===== config.mk =====
export PLATFORM = sky130hd
export DESIGN_NAME = prf_allocator
export DESIGN_NICKNAME = d
export VERILOG_FILES = /design/src/hdl/rename_pkg.sv /design/src/hdl/prf_allocator.sv
export VERILOG_INCLUDE_DIRS = /design/src /design/src/hdl
export SDC_FILE = /design/constraint.sdc
export NUM_CORES = 1
export LEC_CHECK = 0
export ABC_AREA = 1
export BUFFER_PORTS_ARGS = -buffer_cell sky130_fd_sc_hd__buf_2
export CAP_MARGIN = 20
export CORE_UTILIZATION = 55
export CTS_CLUSTER_SIZE = 25
export DETAILED_ROUTE_END_ITERATION = 6
export GPL_ROUTABILITY_DRIVEN = 1
export HOLD_SLACK_MARGIN = 0.05
export PLACE_DENSITY = 0.9
export SLEW_MARGIN = 25
export SYNTH_ARGS = -nofsm -noshare
export SYNTH_HDL_FRONTEND = slang
export SYNTH_SLANG_ARGS = --single-unit
export TNS_END_PERCENT = 1

===== constraint.sdc =====
create_clock -name clock -period 13.75 [get_ports clock]
set_clock_uncertainty 0.2 [all_clocks]
set_input_delay 2.0625 -clock clock [delete_from_list [all_inputs] [get_ports clock]]
set_output_delay 2.0625 -clock clock [all_outputs]
set_load 0.03 [all_outputs]

===== src/hdl/prf_settings.svh =====
/*
 * physical register file sizing
 * entry count, value width, reserved zero entry and thread count
 */

`ifndef PRF_SETTINGS_SVH
`define PRF_SETTINGS_SVH

////////////////////
// register file shape
////////////////////

`define PRF_SIZE     64   // number of physical registers
`define PRF_DATA_W   64   // width of one register value
`define PRF_IDX_W    6    // index width, log2 of the entry count

// this entry is held busy, ready and zero from reset on and is never handed out
`define PRF_ZERO_IDX 48

// two rename tables share the file
`define PRF_THREADS  2

`endif


===== src/hdl/rename_pkg.sv =====
/*
 * rename side types of the physical register file
 * allocation requests and grants, operand read requests and responses
 */

`default_nettype none

`include "prf_settings.svh"

package rename_pkg;

	typedef logic [`PRF_IDX_W-1:0]  prf_idx_t;   // one physical register index
	typedef logic [`PRF_DATA_W-1:0] prf_data_t;  // one register value
	typedef logic [`PRF_SIZE-1:0]   prf_mask_t;  // one bit per physical entry

	////////////////////
	// allocation
	////////////////////

	// a thread asks for up to two new entries per cycle
	typedef struct packed {
		logic slot1;  // first destination of the pair needs an entry
		logic slot2;  // second destination of the pair needs an entry
	} alloc_req_t;

	// answer for one slot of one thread
	typedef struct packed {
		logic     valid;  // low when the thread lost arbitration or the file is full
		prf_idx_t idx;
	} alloc_gnt_t;

	////////////////////
	// operand read
	////////////////////

	// source indices of the two instructions renamed together
	typedef struct packed {
		prf_idx_t inst1_opa;
		prf_idx_t inst1_opb;
		prf_idx_t inst2_opa;
		prf_idx_t inst2_opb;
	} operand_req_t;

	// tag view of an operand word, index sits in the low bits
	typedef struct packed {
		logic [`PRF_DATA_W-`PRF_IDX_W-1:0] pad;  // always zero
		prf_idx_t                         idx;
	} operand_tag_t;

	// a ready operand carries its value, a pending one carries its own tag
	typedef union packed {
		prf_data_t    value;
		operand_tag_t tag;
	} operand_word_u;

	typedef struct packed {
		logic          valid;  // high means word holds the value
		operand_word_u word;
	} operand_rsp_t;

endpackage

`default_nettype wire


===== src/hdl/prf_allocator.sv =====
/*
 * rename allocation
 * round-robin choice between the two threads and two lowest-index
 * free entry pickers, combinational grants in the request cycle
 */

`timescale 1ns/1ps
`default_nettype none

`include "prf_settings.svh"

module prf_allocator (
	input  wire logic                                          clock,
	input  wire logic                                          rst_n,
	input  wire rename_pkg::prf_mask_t                         available,
	input  wire rename_pkg::alloc_req_t [`PRF_THREADS-1:0]     thread_req,
	output rename_pkg::alloc_gnt_t [2*`PRF_THREADS-1:0]        thread_gnt,  // thread*2 + slot
	output rename_pkg::prf_mask_t                              alloc_mask,
	output logic                                               prf_full
);

	import rename_pkg::*;

	logic                    rr_ptr;      // favored thread on a contested cycle, 0 is thread 1
	logic [`PRF_THREADS-1:0] req_any;
	logic                    contested;
	logic                    gnt_thread;  // thread served this cycle
	alloc_req_t              sel_req;
	alloc_gnt_t              pick1;       // lowest free entry
	alloc_gnt_t              pick2;       // next lowest free entry
	prf_mask_t               pick1_bit;
	prf_mask_t               pick2_bit;

	// lowest set bit of the mask as an index, valid low when the mask is empty
	function automatic alloc_gnt_t lowest_free(input prf_mask_t mask);
		alloc_gnt_t pick;
		pick = '0;
		for (int i = `PRF_SIZE - 1; i >= 0; i--)  // scan down so the lowest hit is kept
		begin
			if (mask[i])
			begin
				pick.valid = 1'b1;
				pick.idx   = prf_idx_t'(i);
			end
		end
		return pick;
	endfunction

	////////////////////
	// thread arbiter
	////////////////////

	for (genvar t = 0; t < `PRF_THREADS; t++)
	begin : g_req
		assign req_any[t] = thread_req[t].slot1 | thread_req[t].slot2;
	end

	assign contested  = &req_any;
	assign gnt_thread = contested ? rr_ptr : req_any[1];  // a lone request always wins
	assign sel_req    = thread_req[gnt_thread];           // all zero when nobody asks

	// pointer moves after every contested cycle, whether or not entries were left
	always_ff @(posedge clock or negedge rst_n)
	begin
		if (!rst_n)
		begin
			rr_ptr <= 1'b0;
		end
		else if (contested)
		begin
			rr_ptr <= ~rr_ptr;
		end
	end

	////////////////////
	// entry pickers
	////////////////////

	assign pick1     = lowest_free(available);
	assign pick1_bit = pick1.valid ? (prf_mask_t'(1) << pick1.idx) : '0;
	assign pick2     = lowest_free(available & ~pick1_bit);  // second picker skips the first hit
	assign pick2_bit = pick2.valid ? (prf_mask_t'(1) << pick2.idx) : '0;

	always_comb
	begin
		thread_gnt = '0;
		alloc_mask = '0;
		if (sel_req.slot1)
		begin
			thread_gnt[{gnt_thread, 1'b0}] = pick1;
			alloc_mask                     = pick1_bit;
			if (sel_req.slot2)
			begin
				thread_gnt[{gnt_thread, 1'b1}] = pick2;  // pair gets the next lowest
				alloc_mask                     = alloc_mask | pick2_bit;
			end
		end
		else if (sel_req.slot2)
		begin
			// a lone slot2 request is still served from the lowest entry
			thread_gnt[{gnt_thread, 1'b1}] = pick1;
			alloc_mask                     = pick1_bit;
		end
	end

	assign prf_full = ~|available;  // no free entry left for any thread

endmodule

`default_nettype wire


After elaboration in Yosys (flattened, before gate mapping)
Cells that the tools add are included.
- output and inout port bits: 93
- RAM bits: 0
- flip-flop bits (word level): 1
- bits in latches: 0
- memories kept: 0
- memory bits (read-only): 0
- input bits: 70
- $mul: 0
- divide/modulo/power cells: 0
- bitwise logic cells: 8
- reductions and logical operators: 5
- eq/ne operators: 0
- multiplexer cells: 144
- order comparisons: 5
- shift operators: 2
- add/sub/neg operators: 0
- operators by type and width (cell ; count):
    7-bit two-way mux ; 130
    64-bit two-way mux ; 5
    1-bit by 6-bit << shifter with 64-bit output, first input constant ; 2
    28-bit two-way mux ; 3
    64-bit AND ; 1
    64-bit inverter ; 1
    64-bit bitwise OR ; 1
    64-bit OR reduction ; 1
    28-bit by 21-bit AND with 28-bit output ; 1
    28-bit AND ; 1
    28-bit bitwise mux ; 1
    7-bit demux with 1-bit select ; 2
    2-bit by 3-bit less-than comparator with 1-bit output, second input constant ; 2
    2-bit by 1-bit >= comparator with 1-bit output, second input constant ; 2
    2-bit two-way mux ; 2
    1-bit logical AND ; 2
    1-bit by 2-bit less-than comparator with 1-bit output, second input constant ; 1
    1-bit bitwise OR ; 2
    2-bit AND reduction ; 1
    1-bit logical NOT ; 1
    1-bit two-way mux ; 1
    1-bit inverter ; 1

Logic depth before layout (Yosys ltp)
- word-level depth: 137
- mapped depth: 134
- mapped depth without buffers: 134

Least setup slack after synthesis
No wires, ideal clock.
- path type: in2out
- start: input port available[62]
- end: output port alloc_mask[26]
- arrival time: 8628 ps
- stages on the path: 133
- path buffers: 0
- path slack: 2860 ps
- data required time: 11487 ps
- cells stage by stage: inv_1 nand2_1 nand2_1 nand2_1 nand2_1 nand2_1 nand2_1 nand2_1 nand2_1 nand2_1 nand2_1 nand2_1 nand2_1 nand2_1 nand2_1 nand2_1 nand2_1 nand2_1 [97 not listed] nand2_1 nand2_1 nand2_1 nand2_1 nand2_1 nand2_1 nand2_1 nand2_1 nand2_1 nand2_1 nand2_1 nand2_1 nand2_2 nand2_4 nand3_2 nor2_2 nand3_1 o21ai_1
- word-level cells in the longest chain between the ends: 136
- elaborated cells on any way between the ends: 137
- ends and longest elaborated chain (element ; RTL line ; text):
    start: declaration ; prf_allocator.sv:15 ; input wire rename_pkg::prf_mask_t available,
    7-bit two-way mux (63 in a row) ; prf_allocator.sv:40 ; if (mask[i])
    1-bit by 6-bit << shifter with 64-bit output ; prf_allocator.sv:80 ; assign pick1_bit = pick1.valid ? (prf_mask_t'(1) << pick1.idx) : '0;
    64-bit two-way mux ; prf_allocator.sv:80 ;
    64-bit inverter ; prf_allocator.sv:81 ; assign pick2 = lowest_free(available & ~pick1_bit);
    64-bit AND ; prf_allocator.sv:81 ;
    7-bit two-way mux (64 in a row) ; prf_allocator.sv:40 ;
    1-bit by 6-bit << shifter with 64-bit output ; prf_allocator.sv:82 ; assign pick2_bit = pick2.valid ? (prf_mask_t'(1) << pick2.idx) : '0;
    64-bit two-way mux ; prf_allocator.sv:82 ;
    64-bit bitwise OR ; prf_allocator.sv:95 ; alloc_mask = alloc_mask | pick2_bit;
    64-bit two-way mux ; prf_allocator.sv:92 ; if (sel_req.slot2)
    64-bit two-way mux * ; prf_allocator.sv:88 ; if (sel_req.slot1)
    end: declaration ; prf_allocator.sv:18 ; output rename_pkg::prf_mask_t alloc_mask,
Mark *: on every way between the ends. The rest lies on a longest branch, timed or not.

Worst setup path after layout
- start: input port available[62]
- end: output port alloc_mask[62]
The elaborated chain is that of the path after synthesis.

==> flow_results.org <==
** Placement
- Placed cells :: 1117
- Number of buffers added on ports :: 162
- Placer congestion estimate :: 1.09
- Detailed placement finished with a half-perimeter wire length of 12300 um.

** Yosys
- Number of distinct standard cells referenced by the synthesized netlist :: 30
- For this run, the number of Yosys warnings is 0.
- Of the total synthesized cell area, the portion taken by XOR and XNOR cells is 0.222%.
- Averaged over all synthesized cells, the footprint is 4.45 um2.
- In the synthesized netlist, mux cells make up 0% of the area.
- After synthesis, the largest family of logic cells by area is simple AND/OR/NAND/NOR gates.
- Sequential share of the synthesized area :: 0.633%
- Post-synthesis async set-or-reset flop share :: 100%
- Mapped Nets :: 959
- Counting every instance in the synthesized netlist gives 889.
- The synthesized design contains 0 enable-type register cells.
- After Yosys synthesis, full adders, half adders and majority gates account for 0% of the synthesized area.
- Most used flip-flop cell after synthesis :: sky130_fd_sc_hd__dfrtp_1
- Compound-cell area share of the yosys netlist :: 11.6%
- Post-synth design cell area :: 3950 um2
- Post-synthesis register bit count :: 1
- Post-Synth Simple-Gate Area :: 73.2%

** Finish
- The final layout contains 1093 nets.
- Non-filler cells in the finished layout :: 1117
- Register with the most flip-flops :: rr_ptr
- Syn-to-layout area delta :: 21.8%
- The repair_antennas step left the layout with diodes totalling 0.
- Cells with a size suffix above 1 make up 21.4% of the layout.
- Measured on the finished design, the core utilization comes to 70.1%.
- Number of flip-flops under the largest register name :: 1
- Most frequent cells in the layout :: 358 x sky130_fd_sc_hd__nand2_1, 162 x sky130_fd_sc_hd__buf_2, 111 x sky130_fd_sc_hd__nand3_1
- Most frequent standard cell in the layout excluding fill and tap cells :: sky130_fd_sc_hd__nand2_1
- Largest registers ranked by flip-flop count :: rr_ptr (1)

** Power and ir drop
- Total Power :: 0.151 mW
- Per report_power, the combinational group accounts for 96.1% of the total.
- Switching power :: 0.107 mW
- Worst vdd rail ir drop :: 0.0000337 V
- In this run, the clock network consumes 0% of the power.
- Per report_power, the sequential group accounts for 3.9% of the total.
- Net switching is 70.7% of the power.
- For this design the ratio of total power to cell area is 31.4 nW/um2.
- Leak pwr :: 2.98 nW
- Internal power component :: 0.0443 mW

** Worst setup path
- STA classifies the critical path endpoint as a primary output.
- Max stage delay cell, worst path :: sky130_fd_sc_hd__nor2_1
- The worst setup path is launched from an input port.
- For the worst flop-to-flop path, the logic depth is 1.
- Reg2Reg Setup Slack :: 12.91 ns
- CP Data Required Time :: 11.49 ns
- CP max stage delay :: 0.44 ns
- Reg-to-Reg Start :: rr_ptr
- Type of the worst setup path :: in2out
- In this run the critical register-to-register path is captured at rr_ptr.
- Maximum fanout encountered on the critical timing path :: 6
- By instance count, the cell type seen most on the critical path is sky130_fd_sc_hd__nand2_1.
- Data on the critical path arrives at its endpoint at 10.04 ns.

** Clocking
- After clock tree synthesis, the clock-pin slew on the worst setup and hold paths is 0 ns.
- The clock reaches the later pin of the worst-skew pair after 0 ns.
- Number of buffers inserted to repair setup after CTS :: 0
- Hold repair after CTS inserted 0 buffers.
- Resized cells post-CTS :: 0

** Min path
- Worst Hold Launch :: rr_ptr
- Worst Hold Class :: reg2reg
- Along the worst hold path, the cell count comes to 1.
- WHS Endpoint :: rr_ptr

** Routing
- Met1 routed wirelength after detailed routing :: 5870 um
- Met3 wire length :: 2350 um
- Number of vias per cell after detailed routing :: 5.80
- Vias post-DR :: 6477
- The highest layer touched by signal routing is met4.
- Summed over all nets, wire length on met2 after detailed routing comes to 6810 um.
- After detailed routing, the number of remaining DRC violations is 0.
- The detailed router finished its first iteration with 718 violations.
- Pre-antenna DRT Iters :: 7
- In this run the remaining antenna-violating nets after routing total 0.
- Aggregate routed wire length :: 15800 um
- In the final routed layout, each cell accounts on average for 14.2 um.

** Floorplanning
- Die height :: 86.8 um
- The die is 86.8 um wide.
- After floorplanning, the core was divided into 30 placement rows.
- Total Die Area :: 7530 um2
- The initial utilization of the core area, before any placement, comes to 57.5%.
- Core area :: 6870 um2
- Io pins :: 163

** GRT
- The number of global-route vias before repair was 5427.
- Global routing used 40.9% of the available tracks.
- The first global-routing pass estimated 24600 um of wire.
- Total grt overflow :: 0
- Pin count of the biggest net entering global routing :: 48
- Antenna violations before repair :: 0

** STA
- Headroom to the max-slew limit came out at 33.8%.
- Hold is met by 0.289 ns.
- Setup repair after global routing left no endpoint under its margin.
- Count of final hold-check violations :: 0
- Post-layout minimum cycle time :: 12.30 ns
- For this run, the top clock speed supported by timing is 0.0813 GHz.
- Worst-Margin Slew :: 0.992 ns
- The final max-slew violation count came to 0.
- Total negative setup slack :: 0 ns
- Setup violations remaining at the end of the flow were counted as 0.
- Post-route fraction of the period consumed by the critical path :: 89.5%

** Run status
- Status :: complete, no violations

** Run
- The tool flagged a number of max-cap violations equal to 0.
power groups by stage:
| stage | clock network, mW | registers, mW | logic, mW |
|---|---|---|---|
| after global placement | 0 | 0.00564 | 0.139 |
| after global routing | 0 | 0.00606 | 0.158 |
| final | 0 | 0.00586 | 0.145 |
| after floorplan | 0 | 0.00538 | 0.101 |
| after CTS | 0 | 0.00574 | 0.141 |
| after detailed placement | 0 | 0.00574 | 0.141 |
synthesized netlist by cell type (8+ instances only):
| library cell | number | share of area [%] |
|---|---|---|
| sky130_fd_sc_hd__clkbuf_1 | 33 | 3.1 |
| sky130_fd_sc_hd__o21ai_1 | 16 | 2.0 |
| sky130_fd_sc_hd__nand2_1 | 358 | 34 |
| sky130_fd_sc_hd__nor2_2 | 22 | 3.5 |
| sky130_fd_sc_hd__o21ai_0 | 17 | 2.2 |
| sky130_fd_sc_hd__inv_1 | 109 | 10 |
| sky130_fd_sc_hd__nand3_1 | 111 | 14 |
| sky130_fd_sc_hd__o22ai_1 | 12 | 1.9 |
| sky130_fd_sc_hd__nor3_1 | 10 | 1.3 |
| sky130_fd_sc_hd__nand4_1 | 26 | 4.1 |
| sky130_fd_sc_hd__nor2_1 | 109 | 10 |
| sky130_fd_sc_hd__o31ai_1 | 8 | 1.5 |
stage by stage:
stage	setup slack (ns)	instance area [um2]
after CTS	1.67	4810
after detailed placement	1.71	4810
after floorplan	2.86	3950
after global routing	0.138	4810
final	1.45	4810
after global placement	1.86	4810
final cells by class:
| cell class | count | area [um2] |
|---|---|---|
| multi-input cells | 737 | 3370 |
| fillers | 699 | 2050 |
| repair buffers | 171 | 878 |
| inverters | 112 | 420 |
| well taps | 96 | 120 |
| flip-flops and latches | 1 | 25.0 |
metal layers:
metal,vias up,GRT usage (%)
met5,-,0
met4,0,20.0
met3,83,5.81
met2,572,68.6
met1,2710,51.1
li1,3112,-
worst max path at each step:
stage	startpoint	to	slack [ns]	depth (start not counted)
after floorplan	available[62]	alloc_mask[26]	2.86	133
after global placement	available[62]	alloc_mask[62]	1.86	127
after detailed placement	available[62]	alloc_mask[30]	1.71	127
after CTS	available[62]	alloc_mask[30]	1.67	127
after global routing	available[62]	alloc_mask[54]	0.14	127
final	available[62]	alloc_mask[62]	1.45	127
logic make-up after synthesis:
kind of cell	after synthesis
compound gates	76
xor+xnor	1
flops	1
simple gates	660
buf+inv	151
worst max-delay path, delay by kind of cell:
kind                   cells  cell delay [ns]
buffers and inverters      3             0.40
AO/OA/AOI/OAI              2             0.51
AND/OR/NAND/NOR          122             7.01
(Power assumes the default switching activity.)
