### config.mk
export PLATFORM = sky130hd
export DESIGN_NAME = prf_free_ctrl
export DESIGN_NICKNAME = d
export VERILOG_FILES = /design/src/hdl/rename_pkg.sv /design/src/hdl/commit_pkg.sv /design/src/hdl/prf_free_ctrl.sv
export VERILOG_INCLUDE_DIRS = /design/src /design/src/hdl
export SDC_FILE = /design/constraint.sdc
export NUM_CORES = 1
export LEC_CHECK = 0
export BUFFER_PORTS_ARGS = -buffer_cell sky130_fd_sc_hd__buf_2
export CORE_AREA = 2 2 137 139
export DETAILED_ROUTE_END_ITERATION = 8
export DIE_AREA = 0 0 139 141
export PLACE_DENSITY = 0.49
export SYNTH_ARGS = -nofsm -noshare
export SYNTH_HDL_FRONTEND = slang
export SYNTH_SLANG_ARGS = --single-unit
export TNS_END_PERCENT = 5
### constraint.sdc
create_clock -name vclk -period 0.9
set_input_delay 0 -clock vclk [all_inputs]
set_output_delay 0 -clock vclk [all_outputs]
set_load 0.01 [all_outputs]
### src/hdl/prf_settings.svh
/*
 * physical register file sizing
 * entry count, value width, reserved zero entry and thread count
 */

`ifndef PRF_SETTINGS_SVH
`define PRF_SETTINGS_SVH

////////////////////
// register file shape
////////////////////

`define PRF_SIZE     64   // number of physical registers
`define PRF_DATA_W   64   // width of one register value
`define PRF_IDX_W    6    // index width, log2 of the entry count

// this entry is held busy, ready and zero from reset on and is never handed out
`define PRF_ZERO_IDX 48

// two rename tables share the file
`define PRF_THREADS  2

`endif

### src/hdl/rename_pkg.sv
/*
 * rename side types of the physical register file
 * allocation requests and grants, operand read requests and responses
 */

`default_nettype none

`include "prf_settings.svh"

package rename_pkg;

	typedef logic [`PRF_IDX_W-1:0]  prf_idx_t;   // one physical register index
	typedef logic [`PRF_DATA_W-1:0] prf_data_t;  // one register value
	typedef logic [`PRF_SIZE-1:0]   prf_mask_t;  // one bit per physical entry

	////////////////////
	// allocation
	////////////////////

	// a thread asks for up to two new entries per cycle
	typedef struct packed {
		logic slot1;  // first destination of the pair needs an entry
		logic slot2;  // second destination of the pair needs an entry
	} alloc_req_t;

	// answer for one slot of one thread
	typedef struct packed {
		logic     valid;  // low when the thread lost arbitration or the file is full
		prf_idx_t idx;
	} alloc_gnt_t;

	////////////////////
	// operand read
	////////////////////

	// source indices of the two instructions renamed together
	typedef struct packed {
		prf_idx_t inst1_opa;
		prf_idx_t inst1_opb;
		prf_idx_t inst2_opa;
		prf_idx_t inst2_opb;
	} operand_req_t;

	// tag view of an operand word, index sits in the low bits
	typedef struct packed {
		logic [`PRF_DATA_W-`PRF_IDX_W-1:0] pad;  // always zero
		prf_idx_t                         idx;
	} operand_tag_t;

	// a ready operand carries its value, a pending one carries its own tag
	typedef union packed {
		prf_data_t    value;
		operand_tag_t tag;
	} operand_word_u;

	typedef struct packed {
		logic          valid;  // high means word holds the value
		operand_word_u word;
	} operand_rsp_t;

endpackage

`default_nettype wire

### src/hdl/commit_pkg.sv
/*
 * commit side types of the physical register file
 * CDB results, retire frees and branch mispredict recovery lists
 */

`default_nettype none

package commit_pkg;

	import rename_pkg::*;

	// one result broadcast on the common data bus
	typedef struct packed {
		logic      valid;
		prf_idx_t  tag;   // destination entry of the result
		prf_data_t data;
	} cdb_wr_t;

	// a retiring instruction releases the entry its destination held before
	typedef struct packed {
		logic     valid;
		prf_idx_t idx;
	} free_req_t;

	////////////////////
	// mispredict recovery
	////////////////////

	// an entry may only be released if neither thread still maps it,
	// so the recovering thread's RRAT list travels with the other thread's RAT list
	typedef struct packed {
		logic      valid;
		prf_mask_t rrat_list;       // entries the recovering thread's RRAT gives up
		prf_mask_t other_rat_list;  // entries the other thread's RAT does not map
	} recovery_t;

endpackage

`default_nettype wire

### src/hdl/prf_free_ctrl.sv
/*
 * free mask builder
 * merges the four retire frees and both mispredict recovery lists
 * into one per-entry release mask for the next edge
 */

`timescale 1ns/1ps
`default_nettype none

module prf_free_ctrl (
	input  wire commit_pkg::free_req_t [3:0]   free_req,  // two per thread from the RRATs
	input  wire commit_pkg::recovery_t [1:0]   recovery,  // one per thread
	output rename_pkg::prf_mask_t              free_mask
);

	always_comb
	begin
		free_mask = '0;

		// retire frees, each names a single entry
		for (int k = 0; k < 4; k++)
		begin
			if (free_req[k].valid)
			begin
				free_mask[free_req[k].idx] = 1'b1;
			end
		end

		// recovery releases only entries neither thread still maps
		// both conditions simply add to the retire frees
		for (int t = 0; t < 2; t++)
		begin
			if (recovery[t].valid)
			begin
				free_mask = free_mask | (recovery[t].rrat_list & recovery[t].other_rat_list);
			end
		end
	end

endmodule

`default_nettype wire

* Word-level counts from Yosys, hierarchy flattened *
Index checks and enable logic that the tools add are counted.

operators by class
  $lt $le $gt $ge = 8
  multiplexer cells = 14
  bitwise operators = 7
  reductions and logical operators = 4

operators by type and width
  operator              number
  $mux W64              6
  $or A64 B64 Y64       5
  $and A64 B64 Y64      2
  $lt A6 B7 Y1 const B  4
  $demux W1 S6          4
  $ge A6 B1 Y1 const B  4
  $logic_and A1 B1 Y1   4
  $mux W1               4

storage, ports and cells
  register bits after elaboration = 0
  bits of input ports = 286
  word-level logic and storage cells = 33

* Longest topological paths before layout *
Gate-level depths: netlist of run 1.

  depth in word-level cells = 15
  mapped depth = 6
  mapped depth without buffers = 4

* Least setup slack after synthesis of run 1 *
Ideal clock, no wire load.

  path type = in2out
  start point = in free_req[11] in the netlist's numbering
  end point = out free_mask[38]
  data arrival time = 1,003 ps
  slack = -103 ps
  stages on the path = 3
  path buffers = 1
  cell sequence = buf_2 nand4bb_2 o311ai_0

between the ends
  word-level cells in the longest chain between the ends = 14
  elaborated cells on any way between the ends = 15
  those cells by class = order compare: 2; mux: 7; bitwise: 5; reduce/logical: 1

RTL lines
  what                                                                       RTL line             text
  from (decl)                                                                prf_free_ctrl.sv:11  input wire commit_pkg::free_req_t [3:0] free_req,
  $lt A6 B7 Y1 (not written as such) / $ge A6 B1 Y1 (equally long branches)  prf_free_ctrl.sv:25  free_mask[free_req[k].idx] = 1'b1;
  $logic_and A1 B1 Y1 (not written as such)                                  prf_free_ctrl.sv:25
  $mux W1 (not written as such)                                              prf_free_ctrl.sv:25
  $demux W1 S6 *                                                             prf_free_ctrl.sv:25
  $or A64 B64 Y64 (no line) *                                                -
  $mux W64 *                                                                 prf_free_ctrl.sv:23  if (free_req[k].valid)
  $or A64 B64 Y64 (no line)                                                  -
  $mux W64 *                                                                 prf_free_ctrl.sv:23
  $or A64 B64 Y64 (no line)                                                  -
  $mux W64 *                                                                 prf_free_ctrl.sv:23
  $or A64 B64 Y64                                                            prf_free_ctrl.sv:35  free_mask = free_mask | (recovery[t].rrat_list & recovery[t].other_rat_list);
  $mux W64 *                                                                 prf_free_ctrl.sv:33  if (recovery[t].valid)
  $or A64 B64 Y64                                                            prf_free_ctrl.sv:35
  $mux W64 *                                                                 prf_free_ctrl.sv:33
  to (decl)                                                                  prf_free_ctrl.sv:13  output rename_pkg::prf_mask_t free_mask

Mark *: on every way between the ends. The rest lies on a longest branch, timed or not.

* Worst setup path after layout of run 1 *
  start point = in free_req[5] in the netlist's numbering
  end point = out free_mask[51]

between the ends
  word-level cells in the longest chain between the ends = 15
  elaborated cells on any way between the ends = 16
  those cells by class = order compare: 2; mux: 8; bitwise: 5; reduce/logical: 1

RTL lines
  what                                                                       RTL line
  $lt A6 B7 Y1 (not written as such) / $ge A6 B1 Y1 (equally long branches)  prf_free_ctrl.sv:25
  $logic_and A1 B1 Y1 (not written as such)                                  prf_free_ctrl.sv:25
  $mux W1 (not written as such)                                              prf_free_ctrl.sv:25
  $demux W1 S6 *                                                             prf_free_ctrl.sv:25
  $mux W64 *                                                                 prf_free_ctrl.sv:23
  $or A64 B64 Y64 (no line)                                                  -
  $mux W64 *                                                                 prf_free_ctrl.sv:23
  $or A64 B64 Y64 (no line)                                                  -
  $mux W64 *                                                                 prf_free_ctrl.sv:23
  $or A64 B64 Y64 (no line)                                                  -
  $mux W64 *                                                                 prf_free_ctrl.sv:23
  $or A64 B64 Y64                                                            prf_free_ctrl.sv:35
  $mux W64 *                                                                 prf_free_ctrl.sv:33
  $or A64 B64 Y64                                                            prf_free_ctrl.sv:35
  $mux W64 *                                                                 prf_free_ctrl.sv:33

Marks and branches as above.

==> impl_metrics.csv, run 1 <==
group,metric,value,unit
placed_design,finalWeightedCongestion,0.963,
floorplan,core,18300,sq um
yosys,yosys_warnings,0,
route,drc,0,
pwr,p_leak,3.69,nW
cells_and_area,layout.area.seq,0,sq um
route,ant_nets,0,
hold_path,min_from,"recovery[45]",
global_routing,antenna_found_initial,1,
worst_setup_path,worst_setup_path_start_kind,"input pin",
yosys,seq_area_frac_synth,0,%
worst_setup_path,crit_path_end_kind,"output pin",
sta,min_period,1200,ps
floorplan,ioPinCount,350,
clock_tree,cts_hold_buf,0,
yosys,synth.most_common_cell,"nand3_1",
floorplan,dieArea,19600,sq um
global_routing,grt_pass1_vias,6568,
yosys,synth_cells,543,
yosys,yosysTopAreaCell,"nand3_1",
floorplan,fp.dieH,141,um
worst_setup_path,worst_ep_required_time,900,ps
cells_and_area,layout-drive-gt1-share,61.5,%
hold_path,hold_depth,4,
hold_path,hold_path_end,"free_mask[45]",
pwr,ir_drop,0.234,mV
placed_design,io_buffer_count,350,
hold_path,holdCritPathClass,"input pin to output pin",
floorplan,initial_utilization,18.1,%
route,drt_iter0_markers,405,
yosys,ys_top_cells_by_count,"71 x nand3_1, 67 x nand2_1, 45 x and3_1",
global_routing,overflow,0,
placed_design,dp_slack,-445,ps
route,totalWireLength,26100,um
cells_and_area,nets,1317,
yosys,synth.distinct_cells,53,
sta,setup_viol,64,
sta,slew_viol_final,0,
cells_and_area,seq_cell_count,0,
placed_design,dp_hpwl,22200,um
outcome,violations,"setup timing",
route,via_per_inst,5.21,
worst_setup_path,cp_max_fo,6,
floorplan,row_count,50,
global_routing,grt_max_degree,29,
cells_and_area,nFillCells,1987,
outcome,outcome,"complete, but fails checks",
yosys,syn_avg_cell_area,6.09,sq um
yosys,synth_area_leaders,"nand3_1 11%, and3_1 8.5%, a31oi_1 7.9%, nand2_1 7.6%, o211ai_1 6.6%",
yosys,netlist_area,3310,sq um
sta,rsz0062_at_grt,"yes",
worst_setup_path,critPathKind,"input pin to output pin",
pwr,p_per_area,439,nW/um^2
route,firstDrtPassIters,6,
global_routing,grt_usage,25.2,%
sta,setup_ws,-301,ps
sta,final_hold_viol_count,0,
cells_and_area,multi_input_area,3530,sq um
cells_and_area,areaGrowthSynthToFinish,121,%
route,vias,6582,
global_routing,grt_pass1_wl,38600,um
worst_setup_path,worstPathArrival,1200,ps
route,wire_per_inst,20.6,um
sta,relSlewSlack,62.0,%
sta,period_share,133,%
floorplan,dieWidth,139,um
yosys,synthesis.nets,829,
yosys,yosysTopAreaCellShare,10.7,%
cells_and_area,fin_util,40.0,%
cells_and_area,nClkBuffers,0,
sta,tightest_slew,566,ps
sta,max_freq,833,MHz
job,maxCapViolations,0,
## where the power goes
part / switching [W] / total (W) / internal, W
Combinational: 0.00156 / 0.00321 / 0.00165
Sequential: 0 / 0 / 0
Clock: 0 / 0.000000000149 / 0.000000000149
Total: 0.00156 / 0.00321 / 0.00165
## area by class of cell
type	instances	share of cell area (%)
timing repair buffer	526	47.5
multi-input combinational	500	48.3
tap	234	4.00
antenna	1	0.0342
inverter	3	0.154
## per-stage QoR
stage	TNS, ps	cell area (sq um)	std cells	hold WS (ps)	power, W
finish	-13270	7310	1264	345	0.00321
global route	-16340	7310	1264	366	0.00345
CTS	-13350	7120	1263	349	0.00311
detailed placement	-19150	6490	1258	349	0.00281
global placement	-18560	6490	1258	352	0.00280
floorplan	-79.4	3310	543	169	0.00108
## per-layer routing
metal | track usage (%) | vias up | wire, um | part of all wire [%]
met1 | 32.5 | 3050 | 10900 | 42
met4 | 4.84 | 0 | 588 | 2.3
met2 | 45.0 | 342 | 12700 | 49
li1 | - | 3158 | - | -
met3 | 3.74 | 32 | 1900 | 7.3
met5 | 0 | - | 0 | 0
## logic make-up (layout without fill, tap and decap cells)
logic type	Yosys count	after routing	share of synthesized area, %
and+or+nand+nor	314	314	54.2
AOI/OAI and AO/OA	186	186	39.0
buffers and inverters	43	529	6.88
other	0	1	0
## worst max path at each step
| stage | startpoint | cells past startpoint | slack, ps | end |
|---|---|---|---|---|
| 5_1_grt | free_req[5] | 7 | -330 | free_mask[51] |
| 4_1_cts | free_req[4] | 7 | -320 | free_mask[51] |
| 3_3_place_gp | recovery[257] | 7 | -440 | free_mask[28] |
| 3_5_place_dp | recovery[257] | 7 | -450 | free_mask[28] |
| 6_report | free_req[5] | 7 | -300 | free_mask[51] |
| 2_1_floorplan | free_req[20] | 6 | -40 | free_mask[16] |
## placed cells by master (no fill, tap or decap), drive strengths merged, types with 2 or more instances in the layout
cell / netlist / final
and2: 5 / 5
a222oi: 4 / 4
a221oi: 5 / 5
nand2b: 5 / 5
or2: 3 / 3
nand2: 67 / 67
and4bb: 2 / 2
o21ai: 14 / 14
nand3: 73 / 73
or3b: 7 / 7
nand4bb: 2 / 2
o221ai: 2 / 2
or3: 7 / 7
buf: 32 / 525
nand3b: 10 / 10
nand4: 16 / 16
and3b: 6 / 6
a211o: 21 / 21
o22ai: 26 / 26
nor3: 11 / 11
a21oi: 17 / 17
nor3b: 9 / 9
inv: 3 / 3
nor2: 31 / 31
nor2b: 10 / 10
nand4b: 3 / 3
o211ai: 29 / 29
a22oi: 21 / 21
and3: 45 / 45
a31oi: 42 / 42
## timing repair
item                                    4_1_cts  5_1_grt
endpoints found under the setup margin       64       64
gates cloned                                  1        0
resized for setup                           153       46
pin swaps                                    41       19
setup buffers                                 5        2
## critical path, cell delays in order
cell and delay, ps:
buf_8 110, buf_6 120, nand3b_1 250, buf_4 180
o21ai_2 40, or3_1 360, buf_2 150
(Power assumes the default switching activity.)
==> inputs of run 2 (changes only) <==
--- a/config.mk
+++ b/config.mk
@@ -6,7 +6,7 @@
 export SDC_FILE = /design/constraint.sdc
 export NUM_CORES = 1
 export LEC_CHECK = 0
-export BUFFER_PORTS_ARGS = -buffer_cell sky130_fd_sc_hd__buf_2
+export BUFFER_PORTS_ARGS = -buffer_cell sky130_fd_sc_hd__buf_4
 export CORE_AREA = 2 2 137 139
 export DETAILED_ROUTE_END_ITERATION = 8
 export DIE_AREA = 0 0 139 141
==> run 2 against run 1 <==
Against the previous run:
- the flow still finishes with violations (setup timing)
- first-iteration DRC count increased by 6.4%
- hold slack worse by 9.7 ps
- fmax rose by 1.3%
- utilization up 5.4 points
- final area rose by 14%
- global-route usage down 0.16 points
- routed wire length is 2.0% higher
- setup slack improved by 15 ps
- largest power group unchanged
==> impl_metrics.csv, run 2 (synthesis results as in run 1) <==
group,metric,value,unit
cells_and_area,layout-drive-gt1-share,62.6,%
global_routing,grt_pass1_wl,38600,um
sta,rsz0062_at_grt,"yes",
worst_setup_path,critPathKind,"input pin to output pin",
route,firstDrtPassIters,8,
route,totalWireLength,26600,um
sta,period_share,132,%
route,drc,0,
outcome,violations,"setup timing",
global_routing,grt_pass1_vias,6613,
sta,slew_viol_final,0,
global_routing,antenna_found_initial,0,
pwr,ir_drop,0.228,mV
pwr,p_per_area,451,nW/um^2
floorplan,ioPinCount,350,
cells_and_area,nets,1312,
hold_path,holdCritPathClass,"input pin to output pin",
global_routing,overflow,0,
floorplan,dieArea,19600,sq um
placed_design,dp_hpwl,22500,um
sta,setup-tns-final,-11150,ps
sta,tightest_slew,442,ps
global_routing,grt_max_degree,26,
placed_design,dp_slack,-390,ps
floorplan,core,18300,sq um
floorplan,initial_utilization,18.1,%
worst_setup_path,worstPathArrival,1190,ps
pwr,finalPower,0.00374,W
clock_tree,cts_hold_buf,0,
cells_and_area,most-common-layout-cells,"448 x buf_4, 67 x nand3_1, 59 x nand2_1",
cells_and_area,final_common_cell,"buf_4",
cells_and_area,areaGrowthSynthToFinish,151,%
floorplan,dieWidth,139,um
floorplan,row_count,50,
worst_setup_path,cp_max_fo,6,
cells_and_area,fin_util,45.5,%
cells_and_area,nClkBuffers,0,
worst_setup_path,crit_path_end_kind,"output pin",
sta,final_hold_viol_count,0,
sta,relSlewSlack,70.5,%
route,ant_nets,0,
sta,setup_viol,64,
cells_and_area,layout.area.seq,0,sq um
sta,max_freq,843,MHz
sta,setup_ws,-286,ps
placed_design,finalWeightedCongestion,0.936,
route,drt_iter0_markers,431,
global_routing,grt_usage,25.0,%
sta,min_period,1190,ps
cells_and_area,diodes,0,
worst_setup_path,worst_ep_required_time,900,ps
outcome,outcome,"complete, but fails checks",
job,maxCapViolations,0,
worst_setup_path,worst_setup_path_start_kind,"input pin",
route,wire_per_inst,21.1,um
route,via_per_inst,5.32,
cells_and_area,seq_cell_count,0,
pwr,p_leak,3.99,nW
floorplan,fp.dieH,141,um
route,vias,6690,
placed_design,io_buffer_count,350,
==> run 2: repair_timing <==
action,4_1_cts,5_1_grt
buffers inserted,4,5
cloned,1,1
pin swaps,48,24
setup endpoints to repair,64,64
resized for setup,149,65
==> run 2: through the flow <==
| step | std cells | hold slack, ps | cell area [sq um] |
|---|---|---|---|
| 2_1_floorplan | 543 | 169 | 3310 |
| 3_3_place_gp | 1249 | 351 | 7330 |
| 3_5_place_dp | 1249 | 346 | 7330 |
| 4_1_cts | 1253 | 346 | 7970 |
| 5_1_grt | 1258 | 358 | 8300 |
| 6_report | 1258 | 335 | 8300 |
==> run 2: layout make-up <==
type,instances,area (sq um)
Fill cell,1891,9960
Timing Repair Buffer,521,4360
Tap cell,234,293
Inverter,3,11.3
Multi-Input combinational cell,500,3640
==> run 2: power by group <==
group / switching (W) / internal (W) / total [W]
combinational: 0.00160 / 0.00214 / 0.00374
sequential: 0 / 0 / 0
clock: 0 / 0 / 0
total: 0.00160 / 0.00214 / 0.00374
==> run 2: final timing paths <==
kind / start / endpoint / slack [ps] / cells after the start
worst min-delay path: recovery[45] / free_mask[45] / 340 / 4
worst max-delay path: free_req[14] / free_mask[28] / -290 / 6
==> run 2: worst max-delay path, cell delays in order <==
cell and delay (ps):
buf_4 150, nor3b_2 290, nand2_2 190, o22ai_1 250, a211o_1 170, buf_4 130
==> run 2: routing by layer <==
layer	up-vias	part of all wire (%)	track usage, %
li1	3148	-	-
met1	3122	40	31.8
met2	377	49	44.8
met3	43	8.2	4.38
met4	0	2.6	4.63
met5	-	0	0
==> inputs of run 3 (changes only) <==
--- a/config.mk
+++ b/config.mk
@@ -10,7 +10,7 @@
 export CORE_AREA = 2 2 137 139
 export DETAILED_ROUTE_END_ITERATION = 8
 export DIE_AREA = 0 0 139 141
-export PLACE_DENSITY = 0.49
+export PLACE_DENSITY = 0.48
 export SYNTH_ARGS = -nofsm -noshare
 export SYNTH_HDL_FRONTEND = slang
 export SYNTH_SLANG_ARGS = --single-unit
==> constraint.sdc (replaced) <==
create_clock -name vclk -period 1.2
set_input_delay 0 -clock vclk [all_inputs]
set_output_delay 0 -clock vclk [all_outputs]
set_load 0.01 [all_outputs]
==> run 3 against run 2 <==
Against the previous run:
- the run still ends with setup timing left
- critical path depth rose by 1
- global-route usage fell by 1.5 points
- via count fell by 4.4%
- setup slack improved by 270 ps
- combinational power fell by 34%
- sequential share of layout area did not move
- final area fell by 12%
- sequential cell count did not move
- utilization fell by 5.5 points
- non-clock buffer count fell by 51
- first-iteration DRC count fell by 8.6%
- routed wire length fell by 5.2%
- critical endpoint is now free_mask[54]
- highest routed layer unchanged
==> impl_metrics.csv, run 3 (synthesis results as in run 1) <==
group,metric,value,unit
floorplan,dieWidth,139,um
sta,setup-tns-final,-41.0,ps
clock_tree,cts_hold_buf,0,
worst_setup_path,worst_setup_path_start_kind,"input pin",
pwr,p_leak,3.56,nW
placed_design,finalWeightedCongestion,0.942,
sta,tightest_slew,487,ps
worst_setup_path,crit_path_end_kind,"output pin",
cells_and_area,nClkBuffers,0,
floorplan,row_count,50,
route,firstDrtPassIters,6,
route,drt_iter0_markers,394,
worst_setup_path,endpoint,"free_mask[54]",
cells_and_area,final_common_cell,"buf_4",
floorplan,fp.dieH,141,um
placed_design,dp_slack,-84.0,ps
floorplan,initial_utilization,18.1,%
sta,relSlewSlack,67.4,%
cells_and_area,most-common-layout-cells,"455 x buf_4, 68 x nand3_1, 64 x nand2_1",
cells_and_area,areaGrowthSynthToFinish,121,%
worst_setup_path,crit_start,"recovery[257]",
route,vias,6395,
global_routing,overflow,0,
pwr,p_per_area,338,nW/um^2
global_routing,antenna_found_initial,0,
global_routing,grt_pass1_wl,36400,um
global_routing,grt_usage,23.6,%
global_routing,grt_max_degree,26,
sta,period_share,101,%
cells_and_area,layout-drive-gt1-share,55.5,%
route,ant_nets,0,
job,maxCapViolations,0,
route,drc,0,
hold_path,holdCritPathClass,"input pin to output pin",
cells_and_area,nets,1261,
route,via_per_inst,5.30,
placed_design,dp_hpwl,21800,um
sta,final_hold_viol_count,0,
floorplan,core,18300,sq um
worst_setup_path,worstPathArrival,1220,ps
cells_and_area,layout.area.seq,0,sq um
cells_and_area,diodes,0,
route,wire_per_inst,20.9,um
worst_setup_path,worst_ep_required_time,1200,ps
placed_design,io_buffer_count,350,
floorplan,dieArea,19600,sq um
cells_and_area,nFillCells,1995,
sta,min_period,1220,ps
worst_setup_path,critPathKind,"input pin to output pin",
sta,rsz0062_at_grt,"yes",
cells_and_area,seq_cell_count,0,
sta,max_freq,823,MHz
sta,setup_ws,-15.7,ps
sta,slew_viol_final,0,
outcome,outcome,"complete, but fails checks",
route,totalWireLength,25200,um
floorplan,ioPinCount,350,
sta,setup_viol,3,
outcome,violations,"setup timing",
pwr,ir_drop,0.150,mV
global_routing,grt_pass1_vias,6238,
worst_setup_path,cp_max_fo,24,
## run 3: cell count changes in the layout (fill, tap and decap cells not counted), moves of 5 or more
cell     before  now
a22oi_1      16   21
buf_4       448  455
buf_6        45    6
a22oi_2       5    0
buf_8        13    0
nand2_1      59   64
## run 3: layout make-up
type               count  area, sq um  share of cell area [%]
well taps            234          293                    4.01
inverters              3         11.3                   0.154
repair buffers       470         3660                    50.2
multi-input cells    500         3340                    45.7
## run 3: per-layer routing
metal	vias up	GRT usage [%]	routed length [um]
li1	3038	-	-
met1	2996	30.4	10500
met2	335	42.9	12500
met3	26	2.96	1830
met4	0	3.46	427
met5	-	0	0
## run 3: what timing repair did
action | in CTS | in global routing
setup buffers | 0 | 1
pin swaps | 0 | 8
cloned | 0 | 0
setup endpoints to repair | 26 | 43
gates resized for setup | 17 | 43
## run 3: worst min-delay path by stage
stage                            start             to  slack (ps)  cells past startpoint
after floorplan           recovery[16]  free_mask[16]         170                      2
after global placement     recovery[7]   free_mask[7]         350                      4
after detailed placement  recovery[56]  free_mask[56]         350                      4
after CTS                 recovery[56]  free_mask[56]         350                      4
after global routing       recovery[8]   free_mask[8]         370                      4
final                     recovery[40]  free_mask[40]         350                      4
## run 3: report_power, final
part / switching (W) / internal [W] / leakage (nW)
logic: 0.00109 / 0.00138 / 3.56
clock network: 0 / 0 / 0
registers: 0 / 0 / 0
## run 3: stage by stage
step / cell area (sq um) / std cells / utilization, % / hold WS, ps / total power (W)
after floorplan: 3310 / 543 / - / 169 / 0.000809
after global placement: 7020 / 1206 / 38.4 / 348 / 0.00237
after detailed placement: 7020 / 1206 / 38.4 / 347 / 0.00238
after CTS: 7100 / 1206 / 38.9 / 350 / 0.00241
after global routing: 7300 / 1207 / 40.0 / 368 / 0.00264
final: 7300 / 1207 / 40.0 / 349 / 0.00247
## run 3: critical path: stages
cell      delay, ps
buf_4           140
buf_12          160
and3_1          160
a31oi_2         170
o221ai_1        130
a211o_1         290
buf_4           160
